$ cat src/ramio_settings.svh
// --------------------------------------------------------------------
// ramio settings
// bus widths, memory depth, i/o address map and uart bit time
// --------------------------------------------------------------------
`ifndef RAMIO_SETTINGS_SVH
`define RAMIO_SETTINGS_SVH

// client bus widths
`define RAMIO_ADDR_W 32
`define RAMIO_DATA_W 32

// on-chip memory depth in words
`define RAMIO_RAM_WORDS 256

// i/o map at the top of the address space
// leds sit in the low nibble and are active low
`define RAMIO_ADDR_LED      32'hffff_fffc
// reads back all-ones while the transmitter is idle
`define RAMIO_ADDR_UART_OUT 32'hffff_fff8
// a read empties the holding word back to all-ones
`define RAMIO_ADDR_UART_IN  32'hffff_fff4

// clock cycles per serial bit
`define RAMIO_UART_BIT_CLKS 16

`endif
$ cat src/ramio_pkg.sv
// --------------------------------------------------------------------
// ramio package
// access size and i/o select encodings, data word type
// --------------------------------------------------------------------
`default_nettype none
`include "ramio_settings.svh"

package ramio_pkg;

  // one data word on the client bus
  typedef logic [`RAMIO_DATA_W-1:0] word_t;

  // access size
  // write_type uses all of it, read_type only its low two bits
  typedef enum logic [1:0] {
    size_none = 2'b00,
    size_byte = 2'b01,
    size_half = 2'b10,
    size_word = 2'b11
  } size_e;

  // result of address decode
  typedef enum logic [1:0] {
    io_mem      = 2'b00,
    io_led      = 2'b01,
    io_uart_out = 2'b10,
    io_uart_in  = 2'b11
  } io_sel_e;

endpackage

`default_nettype wire

$ cat src/io_regs.sv
// --------------------------------------------------------------------
// i/o registers
// led register, uart transmit and receive holding words, and the
// go and acknowledge sequencing of both uart halves
// --------------------------------------------------------------------
`timescale 1ns/100ps
`default_nettype none

module io_regs (
  input  wire                     clk,
  input  wire                     rst_n,
  input  wire ramio_pkg::io_sel_e io_sel,
  input  wire                     io_rd,
  input  wire                     io_wr,
  input  wire [7:0]               io_wdata,
  output ramio_pkg::word_t        io_rdata,
  output logic [3:0]              led,
  output logic [7:0]              tx_byte,
  output logic                    tx_go,
  input  wire                     tx_busy,
  output logic                    rx_go,
  input  wire [7:0]               rx_byte,
  input  wire                     rx_ready
);
  import ramio_pkg::*;

  // byte in flight, all-ones when idle
  word_t tx_word;
  // last byte received, all-ones when empty
  word_t rx_word;

  assign tx_byte = tx_word[7:0];

  // register read mux
  always_comb begin
    case (io_sel)
      io_led:      io_rdata = word_t'(led);
      io_uart_out: io_rdata = tx_word;
      io_uart_in:  io_rdata = rx_word;
      default:     io_rdata = '0;
    endcase
  end

  // --------------------------------------------------------------------
  // register updates
  // --------------------------------------------------------------------
  // later assignments win within one clock
  always_ff @(posedge clk) begin
    if (!rst_n) begin
      // all leds off
      led     <= 4'b1111;
      tx_word <= '1;
      tx_go   <= 1'b0;
      rx_word <= '1;
      rx_go   <= 1'b1;
    end else begin
      // reading uart in empties it
      if (io_rd && io_sel == io_uart_in) begin
        rx_word <= '1;
      end

      // copy received byte and acknowledge with go low
      // an unread byte is overwritten
      if (rx_go && rx_ready) begin
        rx_word <= word_t'(rx_byte);
        rx_go   <= 1'b0;
      end

      // one cycle low is enough
      if (!rx_go) begin
        rx_go <= 1'b1;
      end

      // frame sent so release go and go idle
      if (tx_go && !tx_busy) begin
        tx_go   <= 1'b0;
        tx_word <= '1;
      end

      // new byte to send
      if (io_wr && io_sel == io_uart_out) begin
        tx_word <= word_t'(io_wdata);
        tx_go   <= 1'b1;
      end

      if (io_wr && io_sel == io_led) begin
        led <= io_wdata[3:0];
      end
    end
  end

endmodule

`default_nettype wire

$ cat config.mk
export PLATFORM = sky130hd
export DESIGN_NAME = io_regs
export DESIGN_NICKNAME = d
export VERILOG_FILES = /design/src/ramio_pkg.sv /design/src/io_regs.sv
export VERILOG_INCLUDE_DIRS = /design/src /design/src/src
export SDC_FILE = /design/constraint.sdc
export NUM_CORES = 1
export LEC_CHECK = 0
export BUFFER_PORTS_ARGS = -buffer_cell sky130_fd_sc_hd__buf_2
export CORE_MARGIN = 5
export CORE_UTILIZATION = 40
export CTS_CLUSTER_SIZE = 16
export DETAILED_ROUTE_END_ITERATION = 8
export HOLD_SLACK_MARGIN = 0.06
export PLACE_DENSITY = 0.82
export SKIP_CTS_REPAIR_TIMING = 1
export SLEW_MARGIN = 20
export SYNTH_ARGS = -nofsm -noshare
export SYNTH_HDL_FRONTEND = slang
export SYNTH_SLANG_ARGS = --single-unit
export TNS_END_PERCENT = 20
$ cat constraint.sdc
create_clock -name clk -period 2.3 [get_ports clk]
set_input_delay 0.23 -clock clk [delete_from_list [all_inputs] [get_ports clk]]
set_output_delay 0.23 -clock clk [all_outputs]
set_load 0.01 [all_outputs]
After elaboration in Yosys (flattened, before gate mapping)

Index checks and enable logic that the tools add are counted.

Reductions and logical operators: 9
Equality and inequality tests: 3
Mux-type cells: 8

Operators by type and width:

| cell                 | number |
|---|---|
| $mux W32             | 4 |
| $pmux W32 S3         | 1 |
| $logic_and A1 B1 Y1  | 5 |
| $eq A2 B2 Y1 const B | 2 |
| $reduce_bool A2 Y1   | 2 |
| $mux W1              | 3 |
| $eq A2 B1 Y1 const B | 1 |
| $reduce_and A2 Y1    | 1 |
| $logic_not A1 Y1     | 1 |

Input port bits: 24
Flip-flop bits (word level): 70
Output and inout bits: 46

Logic depth before layout (Yosys ltp)

Word-level depth: 4
Mapped depth: 5
Depth with buffers taken out: 3

Least setup slack after synthesis

No wires, ideal clock.

Path type: input to output
From: in io_sel[0]
To: out io_rdata[10]
Stages on the path: 4
Required time: 2.070 ns
Arrival: 1.737 ns
Buffers on the path: 2
Path slack: 0.333 ns
Cell sequence: buf_2 > mux2i_1 > nor2b_1 > buf_4

Word-level cells in the longest chain between the ends: 2

Ends and longest elaborated chain:

| item                                         | RTL line      | RTL |
|---|---|---|
| from (decl)                                  | io_regs.sv:12 | `input wire ramio_pkg::io_sel_e io_sel,` |
| $eq A2 B2 Y1 or $eq A2 B1 Y1 (tied branches) | io_regs.sv:36 | `case (io_sel)` |
| $pmux W32 S3 *                               | io_regs.sv:36 |  |
| to (decl)                                    | io_regs.sv:16 | `output ramio_pkg::word_t io_rdata,` |

Mark *: on every way between the ends. The rest lies on a longest branch, timed or not.

Final worst setup path

From: reg led[3]
To: out io_rdata[3]

Word-level cells in the longest chain between the ends: 1

Ends and longest elaborated chain:

| item                   | RTL line      | RTL |
|---|---|---|
| from (decl)            | io_regs.sv:17 | `output logic [3:0] led,` |
| from (signal assigned) | io_regs.sv:87 | `led <= io_wdata[3:0];` |
| $pmux W32 S3           | io_regs.sv:36 |  |

Every way passes these cells.

==> impl_results.html <==
<table>
<tr><th>Metric</th><th>Value</th></tr>
<tr><th colspan="2">Run status</th></tr>
<tr><td>Run status</td><td>completed</td></tr>
<tr><th colspan="2">Critical path</th></tr>
<tr><td>Worst path buffer plus inverter count</td><td>1</td></tr>
<tr><td>Startpoint class of the critical path</td><td>flip-flop</td></tr>
<tr><td>Reg-to-reg slack, setup</td><td>1.11 ns</td></tr>
<tr><td>Critical R2R Capture</td><td>tx_word[7]</td></tr>
<tr><td>Highest net fanout along the worst path</td><td>3</td></tr>
<tr><td>Slowest library cell on the worst path</td><td>dfxtp_1</td></tr>
<tr><td>Count of cells along the worst register-to-register path</td><td>3</td></tr>
<tr><td>Data arrival at the endpoint of the critical path</td><td>1.25 ns</td></tr>
<tr><td>Startpoint of the worst register-to-register path</td><td>tx_go</td></tr>
<tr><td>Data required time of the worst path</td><td>2.07 ns</td></tr>
<tr><td>Type of the worst setup path</td><td>reg2out</td></tr>
<tr><td>Series of cell instances along the critical path</td><td>mux2_2 -&gt; a22o_1 -&gt; buf_2</td></tr>
<tr><td>Capturing element type of the critical path</td><td>primary output</td></tr>
<tr><td>Family of cells with the greatest summed delay on the critical path</td><td>flip-flops</td></tr>
<tr><td>Longest individual stage delay on the worst path</td><td>0.36 ns</td></tr>
<tr><th colspan="2">Global routing</th></tr>
<tr><td>Global-route wire length before repair</td><td>4370 um</td></tr>
<tr><td>Grt total ovfl</td><td>0</td></tr>
<tr><td>Combined global-route utilization of all metal layers</td><td>12.8%</td></tr>
<tr><td>Vias in the first global route</td><td>between 900 and 1000</td></tr>
<tr><td>Initial antenna violation count</td><td>0</td></tr>
<tr><td>Maximum number of pins on one net before global-route repair</td><td>25</td></tr>
<tr><th colspan="2">Clock network</th></tr>
<tr><td>Clock tree root buffer cell</td><td>clkbuf_4</td></tr>
<tr><td>Number of clock buffers inserted by TritonCTS</td><td>3</td></tr>
<tr><td>Clock-pin slew reported for the worst setup and hold paths after clock tree synthesis</td><td>0.13 ns</td></tr>
<tr><td>Bufs on Longest Clock Path</td><td>2</td></tr>
<tr><td>Clock Sink Count</td><td>24</td></tr>
<tr><td>CTS tree</td><td>built</td></tr>
<tr><td>Source-to-sink clock delay at the later pin of the worst-skew pair</td><td>slightly above 0.3 ns</td></tr>
<tr><td>Level count of the clock H-tree</td><td>1</td></tr>
<tr><th colspan="2">Placement</th></tr>
<tr><td>Count of buffers from port buffering</td><td>between 60 and 70</td></tr>
<tr><td>DP Wirelength</td><td>2280 um</td></tr>
<tr><td>Last weighted congestion value of the routability-driven placer</td><td>0.784</td></tr>
<tr><td>Worst slack at placement</td><td>~0.86 ns</td></tr>
<tr><th colspan="2">Synthesis</th></tr>
<tr><td>Cell taking the most area after synthesis</td><td>dfxtp_1</td></tr>
<tr><td>Post-synthesis average cell area</td><td>9.87 um^2</td></tr>
<tr><td>Most area-consuming cells after synthesis</td><td>dfxtp_1 (38%), buf_4 (18%), mux2i_1 (7.1%), o22a_1 (5.5%), o31a_1 (5.5%)</td></tr>
<tr><td>Number of distinct library cell variants in the gate-level netlist after synthesis</td><td>21</td></tr>
<tr><td>Sequential cell area fraction in the yosys report</td><td>38.0%</td></tr>
<tr><td>Number of flops mapped to enable cells by yosys</td><td>0</td></tr>
<tr><td>Synthesized cell area</td><td>1260 um^2</td></tr>
<tr><td>Post-synthesis cell count</td><td>128</td></tr>
<tr><td>Proportion of register bits with asynchronous set or reset after synthesis</td><td>0%</td></tr>
<tr><td>Synth warnings</td><td>0</td></tr>
<tr><td>Share of the synthesized area in the top cell type</td><td>between 30% and 40%</td></tr>
<tr><td>Net count of the mapped netlist</td><td>152</td></tr>
<tr><td>Synthesis-stage register bit count</td><td>24</td></tr>
<tr><td>Primary FF master, synth</td><td>dfxtp_1</td></tr>
<tr><th colspan="2">Timing</th></tr>
<tr><td>Final Hold Fails</td><td>0</td></tr>
<tr><td>Final Max Slew Viols</td><td>0</td></tr>
<tr><td>Fmax</td><td>between 0.6 and 0.7 GHz</td></tr>
<tr><td>Maximum clock skew at final layout</td><td>0.00216 ns</td></tr>
<tr><td>Unrepaired setup endpoints after global routing</td><td>no</td></tr>
<tr><td>Transition time of the tightest slew-check pin</td><td>0.588 ns</td></tr>
<tr><td>Sum Neg Setup Slack</td><td>0 ns</td></tr>
<tr><td>Time the final worst path needs with I/O delays and setup</td><td>1.48 ns</td></tr>
<tr><td>Tcrit/Tclk final</td><td>64.5%</td></tr>
<tr><td>Worst slew margin relative to its limit</td><td>around three fifths</td></tr>
<tr><td>Total setup violations reported at the end of the flow</td><td>0</td></tr>
<tr><td>Setup slack after layout</td><td>0.817 ns</td></tr>
<tr><th colspan="2">Floorplanning</th></tr>
<tr><td>Initial core utilization</td><td>slightly above 40%</td></tr>
<tr><td>Die Area</td><td>4380 um^2</td></tr>
<tr><td>I/O pin total</td><td>70</td></tr>
<tr><td>Site row count</td><td>20</td></tr>
<tr><td>Die boundary width</td><td>66.2 um</td></tr>
<tr><td>Standard cell core area</td><td>3050 um^2</td></tr>
<tr><td>Chip Height</td><td>around 66 um</td></tr>
<tr><th colspan="2">Cells and area</th></tr>
<tr><td>Layout Area Growth over Synthesis</td><td>13.5%</td></tr>
<tr><td>Antenna Cells</td><td>0</td></tr>
<tr><td>Area occupied by multi-input gates</td><td>494 um^2</td></tr>
<tr><td>Footprint of the flip-flops and latches</td><td>480 um^2</td></tr>
<tr><td>Count of fill cells added during filler insertion</td><td>335</td></tr>
<tr><td>Number of nets in the finished design</td><td>190</td></tr>
<tr><td>Layout cell share with drive strength beyond 1</td><td>47.9%</td></tr>
<tr><th colspan="2">Hold path</th></tr>
<tr><td>Hold path cells</td><td>2</td></tr>
<tr><td>Path category of the worst min-delay check</td><td>in2reg</td></tr>
<tr><td>Start point of the worst min-delay path</td><td>rx_byte[2]</td></tr>
<tr><td>Endpoint of the worst hold-timing path</td><td>rx_word[2]</td></tr>
<tr><th colspan="2">Detailed routing</th></tr>
<tr><td>First drt pass iteration count</td><td>4</td></tr>
<tr><td>Remaining antenna violation count</td><td>0</td></tr>
<tr><td>DRC violation count after routing</td><td>0</td></tr>
<tr><td>Initial detailed-routing violation count</td><td>10</td></tr>
<tr><td>Total via count after detailed routing</td><td>roughly 1000</td></tr>
<tr><td>Post-DR vias/cell</td><td>4.67</td></tr>
<tr><td>Routed wire length per instance</td><td>13.6 um</td></tr>
<tr><td>Total wirelength of the detailed-routed design</td><td>2840 um</td></tr>
<tr><th colspan="2">Power</th></tr>
<tr><td>Highest ir drop seen on vdd</td><td>0.351 mV</td></tr>
<tr><td>Ratio of total power to cell area</td><td>597 nW/um^2</td></tr>
<tr><td>P_leak</td><td>0.000687 uW</td></tr>
<tr><th colspan="2">Job</th></tr>
<tr><td>Number of max-cap violations</td><td>0</td></tr>
</table>
==> area by class of cell <==
| class | count | area share, % |
|---|---|---|
| Sequential cell | 24 | 33.5 |
| Tap cell | 44 | 3.84 |
| Multi-Input combinational cell | 63 | 34.5 |
| Clock buffer | 4 | 2.53 |
| Inverter | 4 | 1.05 |
| Timing Repair Buffer | 70 | 24.6 |
==> where the power goes <==
| group | switching, uW | total [uW] | internal [uW] |
|---|---|---|---|
| Sequential | 13.7 | 450 | 436 |
| Clock | 122 | 219 | 96.5 |
| Combinational | 101 | 188 | 87.2 |
==> state kept, by name (all words and copies together), names as in the netlist <==
name     flops
rx_go        1
tx_go        1
led          4
tx_word      9
rx_word      9
==> cell families after synthesis <==
logic type / Yosys count / synth area share (%)
flops: 24 / 38.0
compound gates: 25 / 15.9
mux: 13 / 10.7
simple gates: 25 / 12.5
buf+inv: 41 / 22.9
==> cells in the mapped netlist, drive strengths merged, types with 3 or more instances <==
master	number
nor2b	7
mux2	4
buf	36
inv	4
nand2	5
nand3	3
a22o	4
nand3b	9
o31a	8
mux2i	9
o22a	8
dfxtp	24
==> per-stage QoR <==
stage | instance area [um^2] | hold slack, ns | total power [uW] | instances | utilization (%)
after floorplan | 1260 | 0.349 | 616 | 128 | -
after global placement | 1400 | 0.433 | 645 | 205 | 45.8
after detailed placement | 1400 | 0.438 | 649 | 205 | 45.8
after CTS | 1430 | 0.108 | 866 | 209 | 47.0
after global routing | 1430 | 0.100 | 908 | 209 | 47.0
final | 1430 | 0.114 | 856 | 209 | 47.0
==> worst max-delay path by stage <==
stage                           start            to  slack, ns  cells after the start
after floorplan             io_sel[0]  io_rdata[10]       0.33                      4
after global placement      io_sel[0]    tx_word[6]       0.92                      4
after detailed placement    io_sel[0]    tx_word[5]       0.86                      4
after CTS                      led[3]   io_rdata[3]       0.81                      3
after global routing      tx_word[30]  io_rdata[21]       0.71                      4
final                          led[3]   io_rdata[3]       0.82                      3
==> metal layers <==
metal | track usage [%] | up-vias | routed length (um) | part of all wire (%)
li1 | - | 494 | - | -
met1 | 17.0 | 435 | 1320 | 46
met2 | 20.7 | 46 | 1270 | 45
met3 | 2.89 | 0 | 252 | 8.9
met4 | 3.05 | 0 | 0 | 0
met5 | 0 | - | 0 | 0
==> cells in the final DEF (no fill, tap or decap), types with 2 or more instances in the layout <==
cell and instances:
mux2i_1 9, nand3_1 3, a22o_1 4, nor2b_1 7
clkbuf_4 3, dfxtp_1 24, nand3b_1 8, a21oi_1 2
mux2_2 4, inv_1 4, buf_2 69, nand2_1 5
o22a_1 8, o31a_1 8
Power figures use the tool's default switching activity.
