**src/ramio_settings.svh**
```systemverilog
// --------------------------------------------------------------------
// ramio settings
// bus widths, memory depth, i/o address map and uart bit time
// --------------------------------------------------------------------
`ifndef RAMIO_SETTINGS_SVH
`define RAMIO_SETTINGS_SVH

// client bus widths
`define RAMIO_ADDR_W 32
`define RAMIO_DATA_W 32

// on-chip memory depth in words
`define RAMIO_RAM_WORDS 256

// i/o map at the top of the address space
// leds sit in the low nibble and are active low
`define RAMIO_ADDR_LED      32'hffff_fffc
// reads back all-ones while the transmitter is idle
`define RAMIO_ADDR_UART_OUT 32'hffff_fff8
// a read empties the holding word back to all-ones
`define RAMIO_ADDR_UART_IN  32'hffff_fff4

// clock cycles per serial bit
`define RAMIO_UART_BIT_CLKS 16

`endif
```
**src/ramio_pkg.sv**
```systemverilog
// --------------------------------------------------------------------
// ramio package
// access size and i/o select encodings, data word type
// --------------------------------------------------------------------
`default_nettype none
`include "ramio_settings.svh"

package ramio_pkg;

  // one data word on the client bus
  typedef logic [`RAMIO_DATA_W-1:0] word_t;

  // access size
  // write_type uses all of it, read_type only its low two bits
  typedef enum logic [1:0] {
    size_none = 2'b00,
    size_byte = 2'b01,
    size_half = 2'b10,
    size_word = 2'b11
  } size_e;

  // result of address decode
  typedef enum logic [1:0] {
    io_mem      = 2'b00,
    io_led      = 2'b01,
    io_uart_out = 2'b10,
    io_uart_in  = 2'b11
  } io_sel_e;

endpackage

`default_nettype wire

```
**src/ram_port_if.sv**
```systemverilog
// --------------------------------------------------------------------
// ram port interface
// one word access from the bus steering to the on-chip memory
// --------------------------------------------------------------------
`timescale 1ns/100ps
`default_nettype none
`include "ramio_settings.svh"

interface ram_port_if;
  import ramio_pkg::*;

  // access presented while high
  logic                       req;
  // word aligned byte address
  logic [`RAMIO_ADDR_W-1:0]   addr;
  // byte enables, all zero for a read
  logic [`RAMIO_DATA_W/8-1:0] wstrb;
  word_t                      wdata;
  // registered read word
  word_t                      rdata;
  // high from the clock after req rises while the access is held
  logic                       rvalid;

  modport steer (output req, addr, wstrb, wdata, input rdata, rvalid);
  modport mem (input req, addr, wstrb, wdata, output rdata, rvalid);

endinterface

`default_nettype wire

```
**src/access_steer.sv**
```systemverilog
// --------------------------------------------------------------------
// access steering
// decodes the client address, builds byte enabled memory writes,
// extracts and extends read lanes and muxes the read data
// --------------------------------------------------------------------
`timescale 1ns/100ps
`default_nettype none
`include "ramio_settings.svh"

module access_steer (
  input  wire                     enable,
  input  wire [2:0]               read_type,
  input  wire ramio_pkg::size_e   write_type,
  input  wire [`RAMIO_ADDR_W-1:0] address,
  input  wire ramio_pkg::word_t   data_in,
  output ramio_pkg::word_t        data_out,
  output logic                    data_out_ready,
  ram_port_if.steer               ram,
  output ramio_pkg::io_sel_e      io_sel,
  output logic                    io_rd,
  output logic                    io_wr,
  output logic [7:0]              io_wdata,
  input  wire ramio_pkg::word_t   io_rdata
);
  import ramio_pkg::*;

  size_e rd_size;
  logic  is_read;
  logic  is_write;
  logic  is_io;
  // read word shifted so the addressed lane sits at bit 0
  word_t lane;
  word_t mem_data;

  // --------------------------------------------------------------------
  // decode
  // --------------------------------------------------------------------
  always_comb begin
    case (address)
      `RAMIO_ADDR_LED:      io_sel = io_led;
      `RAMIO_ADDR_UART_OUT: io_sel = io_uart_out;
      `RAMIO_ADDR_UART_IN:  io_sel = io_uart_in;
      default:              io_sel = io_mem;
    endcase
  end

  // bit 2 of read_type is the sign flag
  assign rd_size  = size_e'(read_type[1:0]);
  assign is_read  = rd_size != size_none;
  assign is_write = write_type != size_none;
  assign is_io    = io_sel != io_mem;

  // register strobes only while enabled
  assign io_rd    = enable && is_io && is_read;
  assign io_wr    = enable && is_io && is_write;
  assign io_wdata = data_in[7:0];

  // --------------------------------------------------------------------
  // memory write
  // --------------------------------------------------------------------
  assign ram.req  = enable && !is_io && (is_read || is_write);
  // word aligned, the lane comes from address[1:0]
  assign ram.addr = {address[`RAMIO_ADDR_W-1:2], 2'b00};

  always_comb begin
    ram.wstrb = '0;
    ram.wdata = '0;
    if (is_write) begin
      case (write_type)
        size_byte: begin
          ram.wstrb = 4'b0001 << address[1:0];
          ram.wdata = word_t'(data_in[7:0]) << {address[1:0], 3'b000};
        end
        size_half: begin
          // odd offsets enable nothing
          if (!address[0]) begin
            ram.wstrb = 4'b0011 << {address[1], 1'b0};
            ram.wdata = word_t'(data_in[15:0]) << {address[1], 4'b0000};
          end
        end
        size_word: begin
          ram.wstrb = '1;
          ram.wdata = data_in;
        end
        default: ;
      endcase
    end
  end

  // --------------------------------------------------------------------
  // memory read
  // --------------------------------------------------------------------
  assign lane = ram.rdata >> {address[1:0], 3'b000};

  always_comb begin
    mem_data = '0;
    case (rd_size)
      size_byte: begin
        mem_data = read_type[2] ? {{24{lane[7]}}, lane[7:0]} : {24'h0, lane[7:0]};
      end
      size_half: begin
        // misaligned half word reads as zero
        if (!address[0]) begin
          mem_data = read_type[2] ? {{16{lane[15]}}, lane[15:0]} : {16'h0, lane[15:0]};
        end
      end
      size_word: mem_data = ram.rdata;
      default: ;
    endcase
  end

  // i/o answers in the same cycle
  // memory answers once its word is registered
  assign data_out       = !(enable && is_read) ? '0 : (is_io ? io_rdata : mem_data);
  assign data_out_ready = is_io || ram.rvalid;

endmodule

`default_nettype wire

```
**src/flat_wrapper.sv**
```systemverilog
// flat-port wrapper written by rule: the top's interface ports become plain ports
module access_steer_flat import ramio_pkg::*;
  (enable, read_type, write_type, address, data_in, data_out, data_out_ready, io_sel, io_rd, io_wr, io_wdata, io_rdata, ram_req, ram_addr, ram_wstrb, ram_wdata, ram_rdata, ram_rvalid);
  ram_port_if ram_i ();
  input  wire enable;
  input  wire [2:0] read_type;
  input  wire ramio_pkg::size_e write_type;
  input  wire [`RAMIO_ADDR_W-1:0] address;
  input  wire ramio_pkg::word_t data_in;
  output ramio_pkg::word_t data_out;
  output logic data_out_ready;
  output ramio_pkg::io_sel_e io_sel;
  output logic io_rd;
  output logic io_wr;
  output logic [7:0] io_wdata;
  input  wire ramio_pkg::word_t io_rdata;
  output wire logic [$bits(ram_i.req)-1:0] ram_req;
  output wire logic [$bits(ram_i.addr)-1:0] ram_addr;
  output wire logic [$bits(ram_i.wstrb)-1:0] ram_wstrb;
  output wire logic [$bits(ram_i.wdata)-1:0] ram_wdata;
  input wire logic [$bits(ram_i.rdata)-1:0] ram_rdata;
  input wire logic [$bits(ram_i.rvalid)-1:0] ram_rvalid;
  assign ram_req = ram_i.req;
  assign ram_addr = ram_i.addr;
  assign ram_wstrb = ram_i.wstrb;
  assign ram_wdata = ram_i.wdata;
  assign ram_i.rdata = ram_rdata;
  assign ram_i.rvalid = ram_rvalid;
  access_steer u_core (.enable(enable), .read_type(read_type), .write_type(write_type), .address(address), .data_in(data_in), .data_out(data_out), .data_out_ready(data_out_ready), .ram(ram_i), .io_sel(io_sel), .io_rd(io_rd), .io_wr(io_wr), .io_wdata(io_wdata), .io_rdata(io_rdata));
endmodule
```
**config.mk**
```make
export PLATFORM = sky130hd
export DESIGN_NAME = access_steer_flat
export DESIGN_NICKNAME = d
export VERILOG_FILES = /design/src/ramio_pkg.sv /design/src/ram_port_if.sv /design/src/access_steer.sv /design/src/flat_wrapper.sv
export VERILOG_INCLUDE_DIRS = /design/src /design/src/src
export SDC_FILE = /design/constraint.sdc
export NUM_CORES = 1
export LEC_CHECK = 0
export BUFFER_PORTS_ARGS = -buffer_cell sky130_fd_sc_hd__buf_2
export CORE_AREA = 2 2 96 98
export DETAILED_ROUTE_END_ITERATION = 16
export DIE_AREA = 0 0 98 100
export MAX_ROUTING_LAYER = met4
export PLACE_DENSITY_LB_ADDON = 0.15
export SYNTH_ARGS = -nofsm -noshare
export SYNTH_HDL_FRONTEND = slang
export SYNTH_SLANG_ARGS = --single-unit
```
**constraint.sdc**
```tcl
create_clock -name vclk -period 3
set_clock_uncertainty 0.15 [all_clocks]
set_input_delay 0.6 -clock vclk [all_inputs]
set_output_delay 0.6 -clock vclk [all_outputs]
set_load 0.1 [all_outputs]
```
* Word-level counts from Yosys, hierarchy flattened
Index checks and enable logic that the tools add are counted.
** Operators by class
- Equality and inequality tests :: 9
- Shift operators :: 5
- Muxes and demuxes :: 13
- Reductions and logical operators :: 12
** Operator list (count)
- two-way mux 32 bit :: 7
- case mux 32 bit (3 select lines) :: 2
- equality test 32 bit (second input constant) :: 3
- left shift 16 x 5 -> 32 bit :: 1
- left shift 8 x 5 -> 32 bit :: 1
- >> shifter 32 x 5 -> 16 bit :: 1
- case mux 4 bit (3 select lines) :: 1
- equality test 2 bit (second input constant) :: 4
- two-way mux 4 bit :: 2
- logical AND 1 bit :: 6
- case mux 2 bit (3 select lines) :: 1
- nonzero test 2 bit :: 3
- equality test 2 x 1 -> 1 bit (second input constant) :: 2
- left shift 1 x 2 -> 4 bit (first input constant) :: 1
- left shift 2 x 2 -> 4 bit (first input constant) :: 1
- logical OR 1 bit :: 2
- logical NOT 1 bit :: 1
** Word-level totals
- Bits in registers :: 0
- Input bits :: 135
- Output and inout port bits :: 114
- Word-level logic and storage cells :: 39

* Logic depth before layout (Yosys ltp)
- Depth after elaboration :: 6
- Mapped depth :: 7
- Gate-level depth less buffers :: 4

* Worst setup path before layout
Ideal clock, no wire load.
- Kind :: input to output
- Start point :: in address[0]
- End point :: out data_out[21]
- Arrival time :: 4.116 ns
- Required time :: 2.250 ns
- Setup slack :: -1.866 ns
- Stages on the path :: 6
- Path buffers :: 2
- Cells stage by stage :: buf_2 > or2_4 > nor4_1 > a31oi_1 > buf_2 > a221oi_1
** On the way
- Cells in the longest elaborated chain, start to end :: 6
- Elaborated cells on any way between the ends :: 12
- Classes of those cells :: eq/ne: 3; shift: 1; mux: 7; reduce/logical: 1
** Ends and longest elaborated chain
- start: declaration :: line flat_wrapper.sv:8 : input wire [`RAMIO_ADDR_W-1:0] address;
- >> shifter 32 x 5 -> 16 bit :: line access_steer.sv:93 : assign lane = ram.rdata >> {address[1:0], 3'b000};
- two-way mux 32 bit :: line access_steer.sv:104 : mem_data = read_type[2] ? {{16{lane[15]}}, lane[15:0]} : {16'h0, lane[15:0]};
- two-way mux 32 bit :: line access_steer.sv:103 : if (!address[0]) begin
- case mux 32 bit (3 select lines) :: line access_steer.sv:97 : case (rd_size)
- two-way mux 32 bit (*) (2 in a row) :: line access_steer.sv:114 : assign data_out = !(enable && is_read) ? '0 : (is_io ? io_rdata : mem_data);
- end: declaration :: line flat_wrapper.sv:10 : output ramio_pkg::word_t data_out;
Mark *: on every way between the ends. The rest lies on a longest branch, timed or not.

* Final worst setup path
- Start point :: in address[1]
- End point :: out data_out[9]
Same word-level chain as after synthesis.

==> impl_results.rst <==
.. list-table::
   :header-rows: 1

   * - Metric
     - Value
   * - Core box area
     - 8890 µm²
   * - Post-layout net count
     - 733
   * - Number of warnings issued by yosys
     - 0
   * - Vias in the first global route
     - 3612
   * - Effective utilization at floorplan
     - 0.238
   * - Hold buffer count at CTS
     - 0
   * - Number of placement rows
     - 35
   * - Crit share post-route
     - 1.04
   * - Worst-case headroom to the max-slew limit
     - 0.575
   * - Pre-Repair DR Iteration Count
     - 6
   * - Via count normalized by instance count
     - 5.09
   * - Share of final-layout standard cells stronger than drive strength 1
     - 0.737
   * - Overall track demand over capacity in global routing
     - 0.238
   * - Endpoint type of the worst setup path
     - output pin
   * - Number of buffers and inverters on the critical path
     - 4
   * - Most numerous cell in the Yosys netlist
     - buf_4
   * - RSZ-0062 raised after global routing
     - true
   * - Worst Hold Depth
     - 2
   * - Synthesis-to-layout area growth
     - 186%
   * - Max stage delay cell, worst path
     - or4_4
   * - Result of the run
     - finished with violations
   * - Cells along the critical path
     - buf_12, or2_4, or4_4, clkbuf_16, nor4_4, buf_4, a211oi_4, buf_12
   * - Final core utilization
     - 0.681
   * - Sequential Area
     - 0 µm²
   * - Ranking of synthesized cells by area
     - buf_4, and2_1, a221oi_1
   * - Library cell with the largest summed area after synthesis
     - buf_4
   * - Proportion of synthesized chip area in sequential cells
     - 0
   * - Hold Slack
     - 1.42 ns
   * - Count of filler cells inserted in the layout
     - 697
   * - Diodes inserted
     - 0
   * - First-pass GRT wire length
     - 18.7 mm
   * - Number of maximum-capacitance violations
     - 0
   * - Netlist area before placement
     - 2120 µm²
   * - Count of input and output buffers
     - 247
   * - Area fraction of the dominant cell type after synthesis
     - 0.142
   * - Die outline height
     - 100 µm
   * - Kind of critical path
     - input pin to output pin
   * - Overall overflow remaining after global route
     - 0
   * - Critical Path RT
     - 2.25 ns
   * - Clkbuf count
     - 0
   * - Half-perimeter wire length after detailed placement
     - 9.57 mm
   * - Chip width
     - 98 µm
   * - Final setup viols
     - 33
   * - Number of different library cells in the post-synthesis netlist
     - 46
   * - Number of antenna violations at the first check in global routing
     - 0
   * - CP peak stage delay
     - 0.58 ns
   * - Number of instances in the synthesized netlist
     - 324
   * - Ratio of total power to cell area
     - 232 nW/µm²
   * - Sum of routed wire length over all layers
     - 12.4 mm
   * - IO Pins
     - 249
   * - Crit path DAT
     - 2.38 ns
   * - Sequential cell count
     - 0
   * - Mean instance size in the synthesized netlist
     - 6.53 µm²
   * - Die outline area
     - 9800 µm²
   * - Synth cell count leaders
     - buf_4, o21ai_0, inv_1, and2_1, clkbuf_1
   * - Number of vias in the routed layout
     - 3599
   * - CP max FO
     - 5
   * - 1st-iter DRT viols
     - 156
   * - RD Place Congestion
     - 0.857
   * - Number of nets with antenna violations after detailed routing
     - 0
   * - Largest voltage drop on the vdd net
     - 0.217 mV
   * - Type of element launching the critical path
     - input pin
   * - Hold violation total from the final report
     - 0
   * - Final period demand of the worst path
     - 3.13 ns
   * - Kind of cell adding the most delay to the critical path
     - simple AND/OR/NAND/NOR gates
   * - PnR worst setup slack
     - -0.128 ns
   * - Failing checks
     - setup timing
   * - Depth of the critical timing path with buffers and inverters included
     - 8
   * - Fin. max-slew vios
     - 0
   * - Per-cell routed wire length
     - 17.6 µm
   * - Number of design rule violations left after detail routing
     - 0
   * - Worst-Margin Slew
     - 0.631 ns
   * - Largest net degree at the start of global routing
     - 27
   * - Most common cell type on the critical path
     - buf_12
   * - Classification of the worst-slack hold path
     - input pin to output pin
   * - Maximum clock rate
     - 320 MHz
   * - Static leakage power
     - 0.00262 µW
area by class of cell:
| cell class | count | area, µm² | share of cell area |
|---|---|---|---|
| inverters | 27 | 101 | 0.0167 |
| multi-input cells | 226 | 2450 | 0.404 |
| repair buffers | 343 | 3370 | 0.556 |
| well taps | 111 | 139 | 0.0229 |
path summary, 6_finish.rpt:
kind / start / to / slack [ns]
hold / removal: address[23] / ram_addr[23] / 1.42
setup / recovery: address[1] / data_out[9] / -0.13
metrics by stage:
stage          total power, µW  setup TNS, ns  area (µm²)  instances  setup WS, ns
6_report                  1410          -2.35        6060        707        -0.128
5_1_grt                   1450          -4.20        6060        707        -0.178
4_1_cts                   1390          -2.27        5770        698        -0.151
3_5_place_dp              1330          -7.53        5200        689        -0.268
3_3_place_gp              1320          -6.76        5200        689        -0.227
2_1_floorplan              908          -9.49        2860        325        -0.388
kinds of logic after synthesis:
logic type / share of synthesized area
buffers and inverters: 0.259
multiplexers: 0.0485
other: 0.00177
adder cells (fa/ha/maj): 0.00473
AND/OR/NAND/NOR: 0.234
AO/OA/AOI/OAI: 0.444
XOR/XNOR: 0.00828
repair_timing:
action	4_1_cts	5_1_grt
pin swaps	13	15
setup buffers	7	7
gates resized for setup	108	28
endpoints found under the setup margin	42	39
cloned	2	3
routing by layer:
metal  track usage  routed length, µm  up-vias
met5             -                  0        -
met2         0.453               6700      179
li1              -                  -     1734
met1         0.275               4740     1672
met4        0.0331                204        0
met3        0.0265                795       14
where the power goes:
part           total, µW  internal (µW)  switching, µW
Combinational       1410            480            926
Clock                  0              0              0
Sequential             0              0              0
layout by cell type, fill, tap and decap left out, types with 2 or more instances in the layout:
cell type	n
o41ai_2	7
nor4_4	10
and3_1	2
o21ai_4	3
nor2_4	2
and2_1	17
nor2b_1	3
conb_1	2
nor2_1	5
inv_2	8
a21oi_1	9
nand2_1	9
a211oi_4	8
buf_12	83
nand4_1	7
clkbuf_16	3
xnor2_1	2
o21ai_0	17
buf_6	18
a221oi_4	16
a22o_1	15
nor3b_4	2
o2bb2ai_1	8
nand2b_1	2
a222oi_1	8
and2_2	8
or4_4	2
a21oi_4	9
mux2i_1	8
nor3_4	2
buf_4	80
a22oi_1	15
buf_2	157
inv_1	19
o21ai_2	10
No activity file was read; power rests on OpenSTA's default activity.
