===== config.mk =====
export PLATFORM = sky130hd
export DESIGN_NAME = uart_tx
export DESIGN_NICKNAME = d
export VERILOG_FILES = /design/src/uart_tx.sv
export VERILOG_INCLUDE_DIRS = /design/src /design/src/src
export SDC_FILE = /design/constraint.sdc
export NUM_CORES = 1
export LEC_CHECK = 0
export ABC_AREA = 1
export BUFFER_PORTS_ARGS = -buffer_cell sky130_fd_sc_hd__buf_4
export CELL_PAD_IN_SITES_DETAIL_PLACEMENT = 1
export CELL_PAD_IN_SITES_GLOBAL_PLACEMENT = 2
export CORE_MARGIN = 4
export CORE_UTILIZATION = 35
export CTS_CLUSTER_SIZE = 40
export DETAILED_ROUTE_END_ITERATION = 10
export PLACE_DENSITY_LB_ADDON = 0.1
export REMOVE_ABC_BUFFERS = 1
export SLEW_MARGIN = 20
export SYNTH_ARGS = -nofsm -noshare
export SYNTH_HDL_FRONTEND = slang
export SYNTH_SLANG_ARGS = --single-unit

===== constraint.sdc =====
create_clock -name clk -period 2.7 [get_ports clk]
set_input_delay 0.135 -clock clk [delete_from_list [all_inputs] [get_ports clk]]
set_output_delay 0.135 -clock clk [all_outputs]
set_load 0.02 [all_outputs]

===== src/ramio_settings.svh =====
// --------------------------------------------------------------------
// ramio settings
// bus widths, memory depth, i/o address map and uart bit time
// --------------------------------------------------------------------
`ifndef RAMIO_SETTINGS_SVH
`define RAMIO_SETTINGS_SVH

// client bus widths
`define RAMIO_ADDR_W 32
`define RAMIO_DATA_W 32

// on-chip memory depth in words
`define RAMIO_RAM_WORDS 256

// i/o map at the top of the address space
// leds sit in the low nibble and are active low
`define RAMIO_ADDR_LED      32'hffff_fffc
// reads back all-ones while the transmitter is idle
`define RAMIO_ADDR_UART_OUT 32'hffff_fff8
// a read empties the holding word back to all-ones
`define RAMIO_ADDR_UART_IN  32'hffff_fff4

// clock cycles per serial bit
`define RAMIO_UART_BIT_CLKS 16

`endif

===== src/uart_tx.sv =====
// --------------------------------------------------------------------
// uart transmitter
// 8n1 serializer, lsb first, paced by the bit-time count
// --------------------------------------------------------------------
`timescale 1ns/100ps
`default_nettype none
`include "ramio_settings.svh"

module uart_tx (
  input  wire       clk,
  input  wire       rst_n,
  input  wire       tx_go,
  input  wire [7:0] tx_byte,
  output logic      tx_busy,
  output logic      tx
);
  localparam int bit_clks = `RAMIO_UART_BIT_CLKS;
  localparam int cnt_w    = $clog2(bit_clks);

  typedef enum logic [1:0] {
    tx_idle,
    tx_start,
    tx_data,
    tx_stop
  } tx_state_e;

  tx_state_e  state;
  logic [cnt_w-1:0] cnt;
  logic [2:0] bit_idx;
  logic [7:0] shreg;
  // frame done, waiting for go to drop
  logic       sent;
  logic       bit_end;

  assign bit_end = cnt == cnt_w'(bit_clks - 1);

  always_ff @(posedge clk) begin
    if (!rst_n) begin
      state   <= tx_idle;
      cnt     <= '0;
      bit_idx <= '0;
      sent    <= 1'b0;
    end else begin
      cnt <= bit_end ? '0 : cnt + 1'b1;
      case (state)
        tx_idle: begin
          cnt <= '0;
          if (!tx_go) begin
            sent <= 1'b0;
          end else if (!sent) begin
            state <= tx_start;
          end
        end
        tx_start: begin
          if (bit_end) begin
            state   <= tx_data;
            bit_idx <= '0;
          end
        end
        tx_data: begin
          if (bit_end) begin
            bit_idx <= bit_idx + 1'b1;
            if (bit_idx == 3'd7) begin
              state <= tx_stop;
            end
          end
        end
        tx_stop: begin
          if (bit_end) begin
            state <= tx_idle;
            sent  <= 1'b1;
          end
        end
        default: state <= tx_idle;
      endcase
    end
  end

  // shift register, loaded on go
  always_ff @(posedge clk) begin
    if (state == tx_idle && tx_go && !sent) begin
      shreg <= tx_byte;
    end else if (state == tx_data && bit_end) begin
      shreg <= shreg >> 1;
    end
  end

  // busy as soon as go is seen, until the frame is done
  assign tx_busy = (state != tx_idle) || (tx_go && !sent);

  always_comb begin
    case (state)
      tx_start: tx = 1'b0;
      tx_data:  tx = shreg[0];
      default:  tx = 1'b1;
    endcase
  end

endmodule

`default_nettype wire


# ---- After elaboration in Yosys (flattened, before gate mapping)
# Index checks and enable logic that the tools add are counted.
dict set report word_totals {
  in_bits 11
  ram_bits 0
  regBits 18
  n_memories 0
  latch_bits 0
  out_inout_bits 2
  rom_bits 0
}
dict set report classes {
  muxes 16
  div 0
  order_cmp 0
  add_sub_neg 2
  reduce_logical 15
  n_bitwise 1
  eq_ne 12
  n_shift 0
  mul 0
}
# op count
set op_table {}
lappend op_table {{$mux 8} 2}
lappend op_table {{$ne 2x2->1 const B} 7}
lappend op_table {{$mux 2} 6}
lappend op_table {{$pmux 2 s4} 1}
lappend op_table {{$reduce_bool 2->1} 4}
lappend op_table {{$mux 3} 2}
lappend op_table {{$pmux 3 s2} 1}
lappend op_table {{$reduce_and 3->1} 2}
lappend op_table {{$reduce_and 6->1} 1}
lappend op_table {{$add 4x1->4 const B} 1}
lappend op_table {{$eq 2x2->1 const B} 2}
lappend op_table {{$eq 4x4->1 const B} 1}
lappend op_table {{$logic_and 1x1->1} 4}
lappend op_table {{$pmux 1 s2} 2}
lappend op_table {{$add 3x1->3 const B} 1}
lappend op_table {{$eq 3x3->1 const B} 1}
lappend op_table {{$reduce_or 3->1} 1}
lappend op_table {{$eq 2x1->1 const B} 1}
lappend op_table {{$logic_not 2->1} 1}
lappend op_table {{$mux 1} 2}
lappend op_table {{$logic_not 1->1} 1}
lappend op_table {{$logic_or 1x1->1} 1}
lappend op_table {{$not 1->1} 1}

# ---- Depth between registers and ports, before layout
# Gate-level depths: netlist (run 1).
dict set report depth {
  ltp_word 4
  depth_mapped 8
  mapped_depth_nobuf 8
}

# ---- Worst setup path after synthesis (run 1)
# OpenSTA, ideal clock, no wires.
dict set report synth_path {
  path_type {register -> register}
  start {reg state[0]}
  end {reg shreg[0] (enable)}
  slack_ns 0.984
  t_required_ns 2.316
  stages_incl_launch_ff 5
  synth_period_minus_slack_ns 1.716
  setup_ns 0.384
  arrival_time_ns 1.332
  path_cell_list {dfxtp_1 -> inv_1 -> ha_1 -> inv_2 -> o21ai_0}
}
dict set report synth_between {
  elab_chain_cells 4
}
# item line
set synth_lines {}
lappend synth_lines {{start, declared} uart_tx.sv:27} ;# tx_state_e state;
lappend synth_lines {{start signal, assigned} uart_tx.sv:39} ;# state <= tx_idle;
lappend synth_lines {{start signal, assigned} uart_tx.sv:51} ;# state <= tx_start;
lappend synth_lines {{start signal, assigned} uart_tx.sv:56} ;# state <= tx_data;
lappend synth_lines {{$logic_not 2->1} uart_tx.sv:81} ;# if (state == tx_idle && tx_go && !sent) begin
lappend synth_lines {{$logic_and 1x1->1 (2 in a row)} uart_tx.sv:81}
lappend synth_lines {{$reduce_bool 2->1 (no source line) (*)} -}
lappend synth_lines {{end signal, assigned} uart_tx.sv:82} ;# shreg <= tx_byte;
lappend synth_lines {{end signal, assigned} uart_tx.sv:84} ;# shreg <= shreg >> 1;
lappend synth_lines {{end, declared} uart_tx.sv:30} ;# logic [7:0] shreg;
# Every way passes the cells marked *; elsewhere a longest branch is shown, timed or not.
# A chain may end at the register's enable or synchronous reset.

# ---- Final worst setup path (run 1)
dict set report layout_path {
  start {reg state[0]}
  end {reg shreg[5] (enable)}
}
# The elaborated chain is that of the path after synthesis.

==> results of run 1 <==
-- worst reg2reg max path: stages (launching register included) --
cell     delay [ps]
dfxtp_1         360
inv_1           120
ha_1            470
nand2_2         230
o21ai_1         420
-- cell usage after synthesis --
library cell,n,area [µm²]
buf_2,1,5.000
ha_1,8,100.1
or2_0,1,6.260
edfxtp_1,8,240.2
xnor2_1,1,8.760
nand3_4,1,17.52
nand2_1,28,105.1
nand3_1,12,60.06
a21oi_1,5,25.02
nor2_4,2,22.52
a21oi_2,1,8.760
nor2_2,1,6.260
dfxtp_1,10,200.2
inv_1,11,41.29
nor2_1,14,52.55
o21ai_0,2,10.01
nand2_2,2,12.51
inv_2,1,3.750
-- worst min-delay path by stage --
stage,startpoint,end,slack [ps],cells past startpoint
6_report,rst_n,state[1]$_SDFFE_PN0P_,100,3
3_3_place_gp,rst_n,state[1]$_SDFFE_PN0P_,410,3
3_5_place_dp,rst_n,state[1]$_SDFFE_PN0P_,410,3
2_1_floorplan,rst_n,state[1]$_SDFFE_PN0P_,260,2
5_1_grt,rst_n,state[1]$_SDFFE_PN0P_,100,3
4_1_cts,rst_n,state[1]$_SDFFE_PN0P_,80,3
-- state kept, by name (all words and copies together) (netlist names) --
name,count
state,2
shreg,8
cnt,4
sent,1
bit_idx,3
-- cell families (layout without fill, tap and decap cells) --
kind of cell | Yosys count | count (layout) | share of synthesized area [%]
buf+inv | 13 | 28 | 5.405
xor+xnor | 1 | 1 | 0.9461
compound gates | 8 | 8 | 4.730
flops | 18 | 18 | 47.57
simple gates | 61 | 61 | 30.54
fa+ha+maj | 8 | 8 | 10.81
-- metrics by stage --
stage | utilization [%] | hold WS (ps) | area (µm²)
2_1_floorplan | - | 255.7 | 920.9
3_3_place_gp | 41.94 | 408.3 | 1049
3_5_place_dp | 41.94 | 408.9 | 1049
4_1_cts | 42.99 | 80.93 | 1075
5_1_grt | 42.99 | 95.04 | 1075
6_report | 42.99 | 98.35 | 1075
-- layer usage --
metal	wire length [µm]	track usage, %	vias to the layer above
li1	-	-	379
met1	944	17.56	342
met2	880	18.25	9
met3	66	1.961	4
met4	34	5.825	0
met5	0	0	-
-- report_power, final --
group          internal (W)  switching [W]
clock network     0.0000538      0.0000843
registers          0.000371      0.0000309
logic              0.000118       0.000221
-- final cells by class --
type	count	area, µm²
Inverter	12	45.04
Multi-Input combinational cell	78	435.4
Tap cell	30	37.54
Clock inverter	1	3.754
Fill cell	325	1425
Clock buffer	3	22.52
Sequential cell	18	440.4
Timing Repair Buffer	12	90.09
==> flow_summary.yaml, run 1 <==
timing:
  clock_skew_ps: 1.275
  fmax_mhz: 511.0
  rsz0062_at_grt: "false"
  post-route-min-period_ps: 1957
  final-max-slew-violation-count: 0
  tightest_slew_ps: 663.8
  setup_tns_ps: 0
  hold_viol: 0
  finalSetupViolCount: 0
  setup_slack_ps: 743.1
  relSlewSlack_pct: 55.45
  finalCritPeriodShare_pct: 72.48
grt:
  grt_pass1_wl_um: 3277
  grt_start_max_net_pins: 13
  overflow: 0
  gr-usage-all-layers_pct: 12.40
  antenna_found_initial: 0
  grt_pass1_vias: 736
clock_tree:
  ctsHoldBuffers: 0
  cts_buffer_depth: 2
  cts_buffers: 3
  cts.clk_slew.worst_paths_ps: 100
  cts.sinks: 18
  insertion_delay_ps: 290
  post_cts_resized: 0
  h-tree-depth: 1
  cts-root-buf: "clkbuf_4"
  cts_setup_buffers: 0
  cts_tree: "built"
finish:
  nNetsFinal: 144
  num_antenna_cells: 0
  fin_cells: 154
  area_growth_pct: 16.08
  layout-drive-gt1-share_pct: 18.55
  final_common_cell: "nand2_1"
  final_cell_mix: "nand2_1, nor2_1, nand3_1, buf_4, inv_1"
route:
  routed_wl_um: 1925
  drc: 0
  drt_iter0_markers: 5
  routedWlPerCell_um: 12.50
  via_per_inst: 4.766
  dr.pass1.iters: 3
  ant_nets: 0
  vias: 734
setup_path:
  startpoint: "state[0]$_SDFFE_PN0P_"
  endpoint: "shreg[5]$_DFFE_PP_"
  regToRegSetupSlack_ps: 740
  cp-start-kind: "register"
  crit_arrival_ps: 1900
  reg2reg_from: "state[0]$_SDFFE_PN0P_"
  path_depth: 4
  crit_path_max_fanout: 12
  worst-r2r-cell-count: 4
  cp.required_ps: 2640
  end_kind: "register"
  cp_num_buf_inv: 1
  path_cells: "inv_1 > ha_1 > nand2_2 > o21ai_1"
  path_class: "register to register"
  worstReg2RegEnd: "shreg[5]$_DFFE_PP_"
  crit_family: "adder cells"
  slowest_stage: "ha_1"
  critPathMaxStageDelay_ps: 470
placement:
  preCtsSetupSlack_ps: 690.1
  dpl.cell_count: 150
  portBuffers: 12
  place_congestion: 0.7201
  hpwl_um: 1469
logic_synthesis:
  syn_avg_cell_area_um2: 8.494
  ys_seq_area_share_pct: 47.57
  synthCells: 109
  synth.distinct_cells: 18
  synthesis.area_um2: 925.9
  synth-seq-cells: 18
  synth.yosys.warnings: 0
die:
  core_mm2: 0.002500
  die_height_um: 59.44
  die-area_mm2: 0.003533
  rows: 18
  io_pins: 13
  fp.dieW_um: 59.44
  start_util_pct: 37.04
run_status:
  status: "complete, no violations"
power_and_ir_drop:
  finalPower_w: 0.0008784
  power.density_mw_per_mm2: 817.3
  peakVddDrop_v: 0.0003492
  p_leak_nw: 0.4855
job:
  drv_cap: 0
worst_hold_path:
  hold_class: "input port to register"
No activity file was read; power rests on OpenSTA's default activity.
==> run 2: changes to the inputs <==
CORE_UTILIZATION = 32   (was 35)
clock period = 1.94 ns   (was 2.7 ns; I/O delays follow)
==> run 2 against run 1 <==
Effect of this change:
- global-route usage down 1.1 points
- first-iteration DRC count rose to 7.2 times the previous value
- setup slack worse by 570 ps
- clock skew about the same
- power up 40%
- critical path depth up 1
- critical path type unchanged
==> flow_summary.yaml, run 2 (synthesis results as in run 1) <==
run_status:
  status: "complete, no violations"
setup_path:
  cp.required_ps: 1960
  crit_path_max_fanout: 12
  crit_arrival_ps: 1790
  path_class: "register to register"
  end_kind: "register"
  cp-start-kind: "register"
grt:
  gr-usage-all-layers_pct: 11.26
  overflow: 0
  grt_pass1_wl_um: 3105
  grt_pass1_vias: 689
  antenna_found_initial: 0
  grt_start_max_net_pins: 13
placement:
  dpl.cell_count: 152
  hpwl_um: 1429
  preCtsSetupSlack_ps: 194.7
  placed_area_mm2: 0.001057
  place_congestion: 0.7263
  portBuffers: 12
route:
  ant_nets: 0
  via_per_inst: 4.564
  drc: 0
  routedWlPerCell_um: 11.87
  vias: 712
  dr.pass1.iters: 4
  routed_wl_um: 1851
  drt_iter0_markers: 36
clock_tree:
  cts_tree: "built"
  cts_setup_buffers: 0
  cts.clk_slew.worst_paths_ps: 110
  insertion_delay_ps: 300
  cts_buffers: 3
  cts-root-buf: "clkbuf_4"
  cts_buffer_depth: 2
  h-tree-depth: 1
  cts.sinks: 18
  post_cts_resized: 0
  ctsHoldBuffers: 0
power_and_ir_drop:
  p_leak_nw: 0.4909
  peakVddDrop_v: 0.0004923
  finalPower_w: 0.001233
  power.density_mw_per_mm2: 1138
die:
  rows: 19
  fp.dieW_um: 61.79
  die_height_um: 61.79
  core_mm2: 0.002758
  die-area_mm2: 0.003818
  io_pins: 13
  start_util_pct: 33.58
finish:
  fin_cells: 156
  final_area_mm2: 0.001084
  layout-drive-gt1-share_pct: 19.20
  final_common_cell: "nand2_1"
  area_growth_pct: 17.03
  final_cell_mix: "nand2_1, nor2_1, buf_4, nand3_1, inv_1"
  num_antenna_cells: 0
  nNetsFinal: 145
  fillers: 337
  largest-register: "shreg"
  reg.largest.list: "shreg: 8 flops, cnt: 4 flops, bit_idx: 3 flops"
  largest_reg_flops: 8
timing:
  clock_skew_ps: 1.658
  setup_slack_ps: 175.3
  finalSetupViolCount: 0
  hold_viol: 0
  fmax_mhz: 566.7
  finalCritPeriodShare_pct: 90.97
  setup_tns_ps: 0
  relSlewSlack_pct: 68.53
  post-route-min-period_ps: 1765
  rsz0062_at_grt: "false"
  final-max-slew-violation-count: 0
  tightest_slew_ps: 472.0
worst_hold_path:
  hold_class: "input port to register"
job:
  drv_cap: 0
-- run 2: cell types whose count changed in the layout (fill, tap and decap cells not counted) --
cell	change
o21ai_1	-1
buf_4	+1
o21ai_0	+1
-- run 2: critical path, cell delays in order, from the launching register on --
cell,delay [ps]
dfxtp_1,360
inv_1,110
ha_1,460
nand2_2,230
o21ai_0,130
buf_4,190
-- run 2: layout make-up --
| class | count | area (µm²) | area share, % |
|---|---|---|---|
| tap | 31 | 38.79 | 3.580 |
| timing repair buffer | 13 | 97.59 | 9.007 |
| multi-input combinational | 78 | 435.4 | 40.18 |
| clock inverter | 1 | 3.754 | 0.3464 |
| clock buffer | 3 | 22.52 | 2.079 |
| sequential | 18 | 440.4 | 40.65 |
| inverter | 12 | 45.04 | 4.157 |
-- run 2: worst paths after layout --
path | start | end | slack [ps] | depth (start not counted)
min | rst_n | state[0]$_SDFFE_PN0P_ | 60 | 3
max | state[0]$_SDFFE_PN0P_ | shreg[0]$_DFFE_PP_ | 180 | 5
min reg2reg | cnt[0]$_SDFF_PP0_ | cnt[0]$_SDFF_PP0_ | 460 | 1
max reg2reg | state[0]$_SDFFE_PN0P_ | shreg[0]$_DFFE_PP_ | 180 | 5
-- run 2: layer usage --
| layer | global-route usage, % | wire length [µm] | vias to the layer above |
|---|---|---|---|
| met1 | 16.16 | 958 | 321 |
| li1 | - | - | 379 |
| met2 | 16.29 | 798 | 10 |
| met4 | 3.636 | 14 | 0 |
| met5 | 0 | 0 | - |
| met3 | 3.099 | 79 | 2 |
-- run 2: power breakdown --
group	switching, W	total [W]	internal (W)
Clock	0.000123	0.000198	0.0000749
Combinational	0.000306	0.000477	0.000171
Sequential	0.0000424	0.000558	0.000515
-- run 2: metrics by stage --
step,hold WS [ps],utilization [%]
global route,54.57,39.29
floorplan,217.7,-
finish,58.76,39.29
CTS,52.60,39.29
global placement,371.4,38.34
detailed placement,382.2,38.34
==> run 3: changes to the inputs <==
CORE_MARGIN = default   (was 4)
CORE_UTILIZATION = 35   (was 32)
clock period = 2.2 ns   (was 1.94 ns; I/O delays follow)
==> run 3 against run 2 <==
Effect of this change:
- sequential share of layout area is 0.23 points lower
- design area is 0.58% higher
- die area is 25% lower
- highest routed layer unchanged
- final cell count stayed put
- register-to-register slack better by 520 ps
- via count is 3.2% higher
- critical path type is now register to primary output
- largest cell class unchanged
- largest power group unchanged
- wire length is 4.6% lower
- clock skew is 0.77 ps higher
- combinational power is 10% lower
==> flow_summary.yaml, run 3 (synthesis results as in run 1) <==
timing:
  holdWs_ps: 80.25
  rsz0062_at_grt: "false"
  setup_slack_ps: 532.6
  final-max-slew-violation-count: 0
  relSlewSlack_pct: 82.44
  tightest_slew_ps: 262.4
  finalCritPeriodShare_pct: 75.79
  clock_skew_ps: 2.431
  fmax_mhz: 599.7
  hold_viol: 0
  post-route-min-period_ps: 1667
  setup_tns_ps: 0
  finalSetupViolCount: 0
die:
  io_pins: 13
  start_util_pct: 37.37
  core_mm2: 0.002477
  die-area_mm2: 0.002855
  fp.dieW_um: 53.44
  rows: 18
  die_height_um: 53.44
clock_tree:
  insertion_delay_ps: 290
  cts-root-buf: "clkbuf_4"
  cts.clk_slew.worst_paths_ps: 100
  cts.sinks: 18
  h-tree-depth: 1
  cts_buffer_depth: 2
  cts_tree: "built"
  ctsHoldBuffers: 0
  cts_setup_buffers: 0
  cts_buffers: 3
  post_cts_resized: 0
route:
  dr.pass1.iters: 2
  routed_wl_um: 1765
  ant_nets: 0
  routedWlPerCell_um: 11.31
  vias: 735
  drc: 0
  via_per_inst: 4.712
  drt_iter0_markers: 5
setup_path:
  critPathMaxStageDelay_ps: 400
  crit_path_max_fanout: 4
  crit_family: "flip-flops"
  slowest_stage: "dfxtp_1"
  cp-start-kind: "register"
  path_class: "register to primary output"
  path_common_cell: "inv_1"
  path_cells: "inv_1 > ha_1 > nor2_1 > inv_1 > nand2_1 > buf_4"
  cp.required_ps: 2090
  crit_arrival_ps: 1560
  cp_num_buf_inv: 3
  end_kind: "primary output"
finish:
  fillers: 316
  num_antenna_cells: 0
  largest-register: "shreg"
  nNetsFinal: 146
  final_cell_mix: "nand2_1, nor2_1, buf_4, nand3_1, inv_1"
  layout-drive-gt1-share_pct: 19.84
  largest_reg_flops: 8
  final_common_cell: "nand2_1"
  reg.largest.list: "shreg: 8 flops, cnt: 4 flops, bit_idx: 3 flops"
  area_growth_pct: 17.70
job:
  drv_cap: 0
placement:
  hpwl_um: 1370
  place_congestion: 0.7910
  preCtsSetupSlack_ps: 708.2
  portBuffers: 12
grt:
  grt_pass1_vias: 720
  overflow: 0
  gr-usage-all-layers_pct: 14.92
  grt_pass1_wl_um: 2967
  antenna_found_initial: 0
  grt_start_max_net_pins: 12
power_and_ir_drop:
  peakVddDrop_v: 0.0005161
  p_leak_nw: 0.4955
  power.density_mw_per_mm2: 998.1
worst_hold_path:
  hold_class: "input port to register"
run_status:
  status: "complete, no violations"
==> run 3: cell count changes in the layout (fill, tap and decap cells not counted) <==
cell and delta:
buf_4 +1
==> run 3: cell type report <==
cell class	count	area, µm²	area share [%]
Sequential cell	18	440.4	40.41
Multi-Input combinational cell	78	435.4	39.95
Timing Repair Buffer	14	105.1	9.644
Inverter	12	45.04	4.133
Tap cell	30	37.54	3.444
Clock buffer	3	22.52	2.067
Clock inverter	1	3.754	0.3444
==> run 3: power breakdown <==
| group | switching [W] | internal, W | total (W) |
|---|---|---|---|
| logic | 0.000268 | 0.000159 | 0.000427 |
| clock network | 0.000103 | 0.0000659 | 0.000169 |
| registers | 0.0000370 | 0.000454 | 0.000491 |
==> run 3: tightest hold or removal path: stages <==
cell and delay (ps):
buf_4 130, nand2_1 60, nor2_1 30
==> run 3: final timing paths <==
kind,from,end,slack (ps),cells after the start
setup / recovery,state[0]$_SDFFE_PN0P_,tx,530,6
hold / removal,rst_n,state[0]$_SDFFE_PN0P_,80,3
setup reg to reg,state[0]$_SDFFE_PN0P_,state[1]$_SDFFE_PN0P_,700,8
hold reg to reg,cnt[0]$_SDFF_PP0_,cnt[0]$_SDFF_PP0_,460,1
==> run 3: metal layers <==
layer	GRT usage [%]	wire length (µm)	part of all wire, %	up-vias
li1	-	-	-	387
met5	0	0	0	-
met4	7.895	10	0.57	0
met2	23.13	821	47	6
met1	18.86	882	50	340
met3	3.448	50	2.8	2
==> run 3: through the flow <==
step	power [W]	instances	util, %	cell area, µm²
final	0.001088	156	43.99	1090
after global routing	0.001199	156	43.99	1090
after CTS	0.001113	156	43.99	1090
after detailed placement	0.0009336	152	42.93	1064
after global placement	0.0009253	152	42.93	1064
after floorplan	0.0007889	108	-	920.9
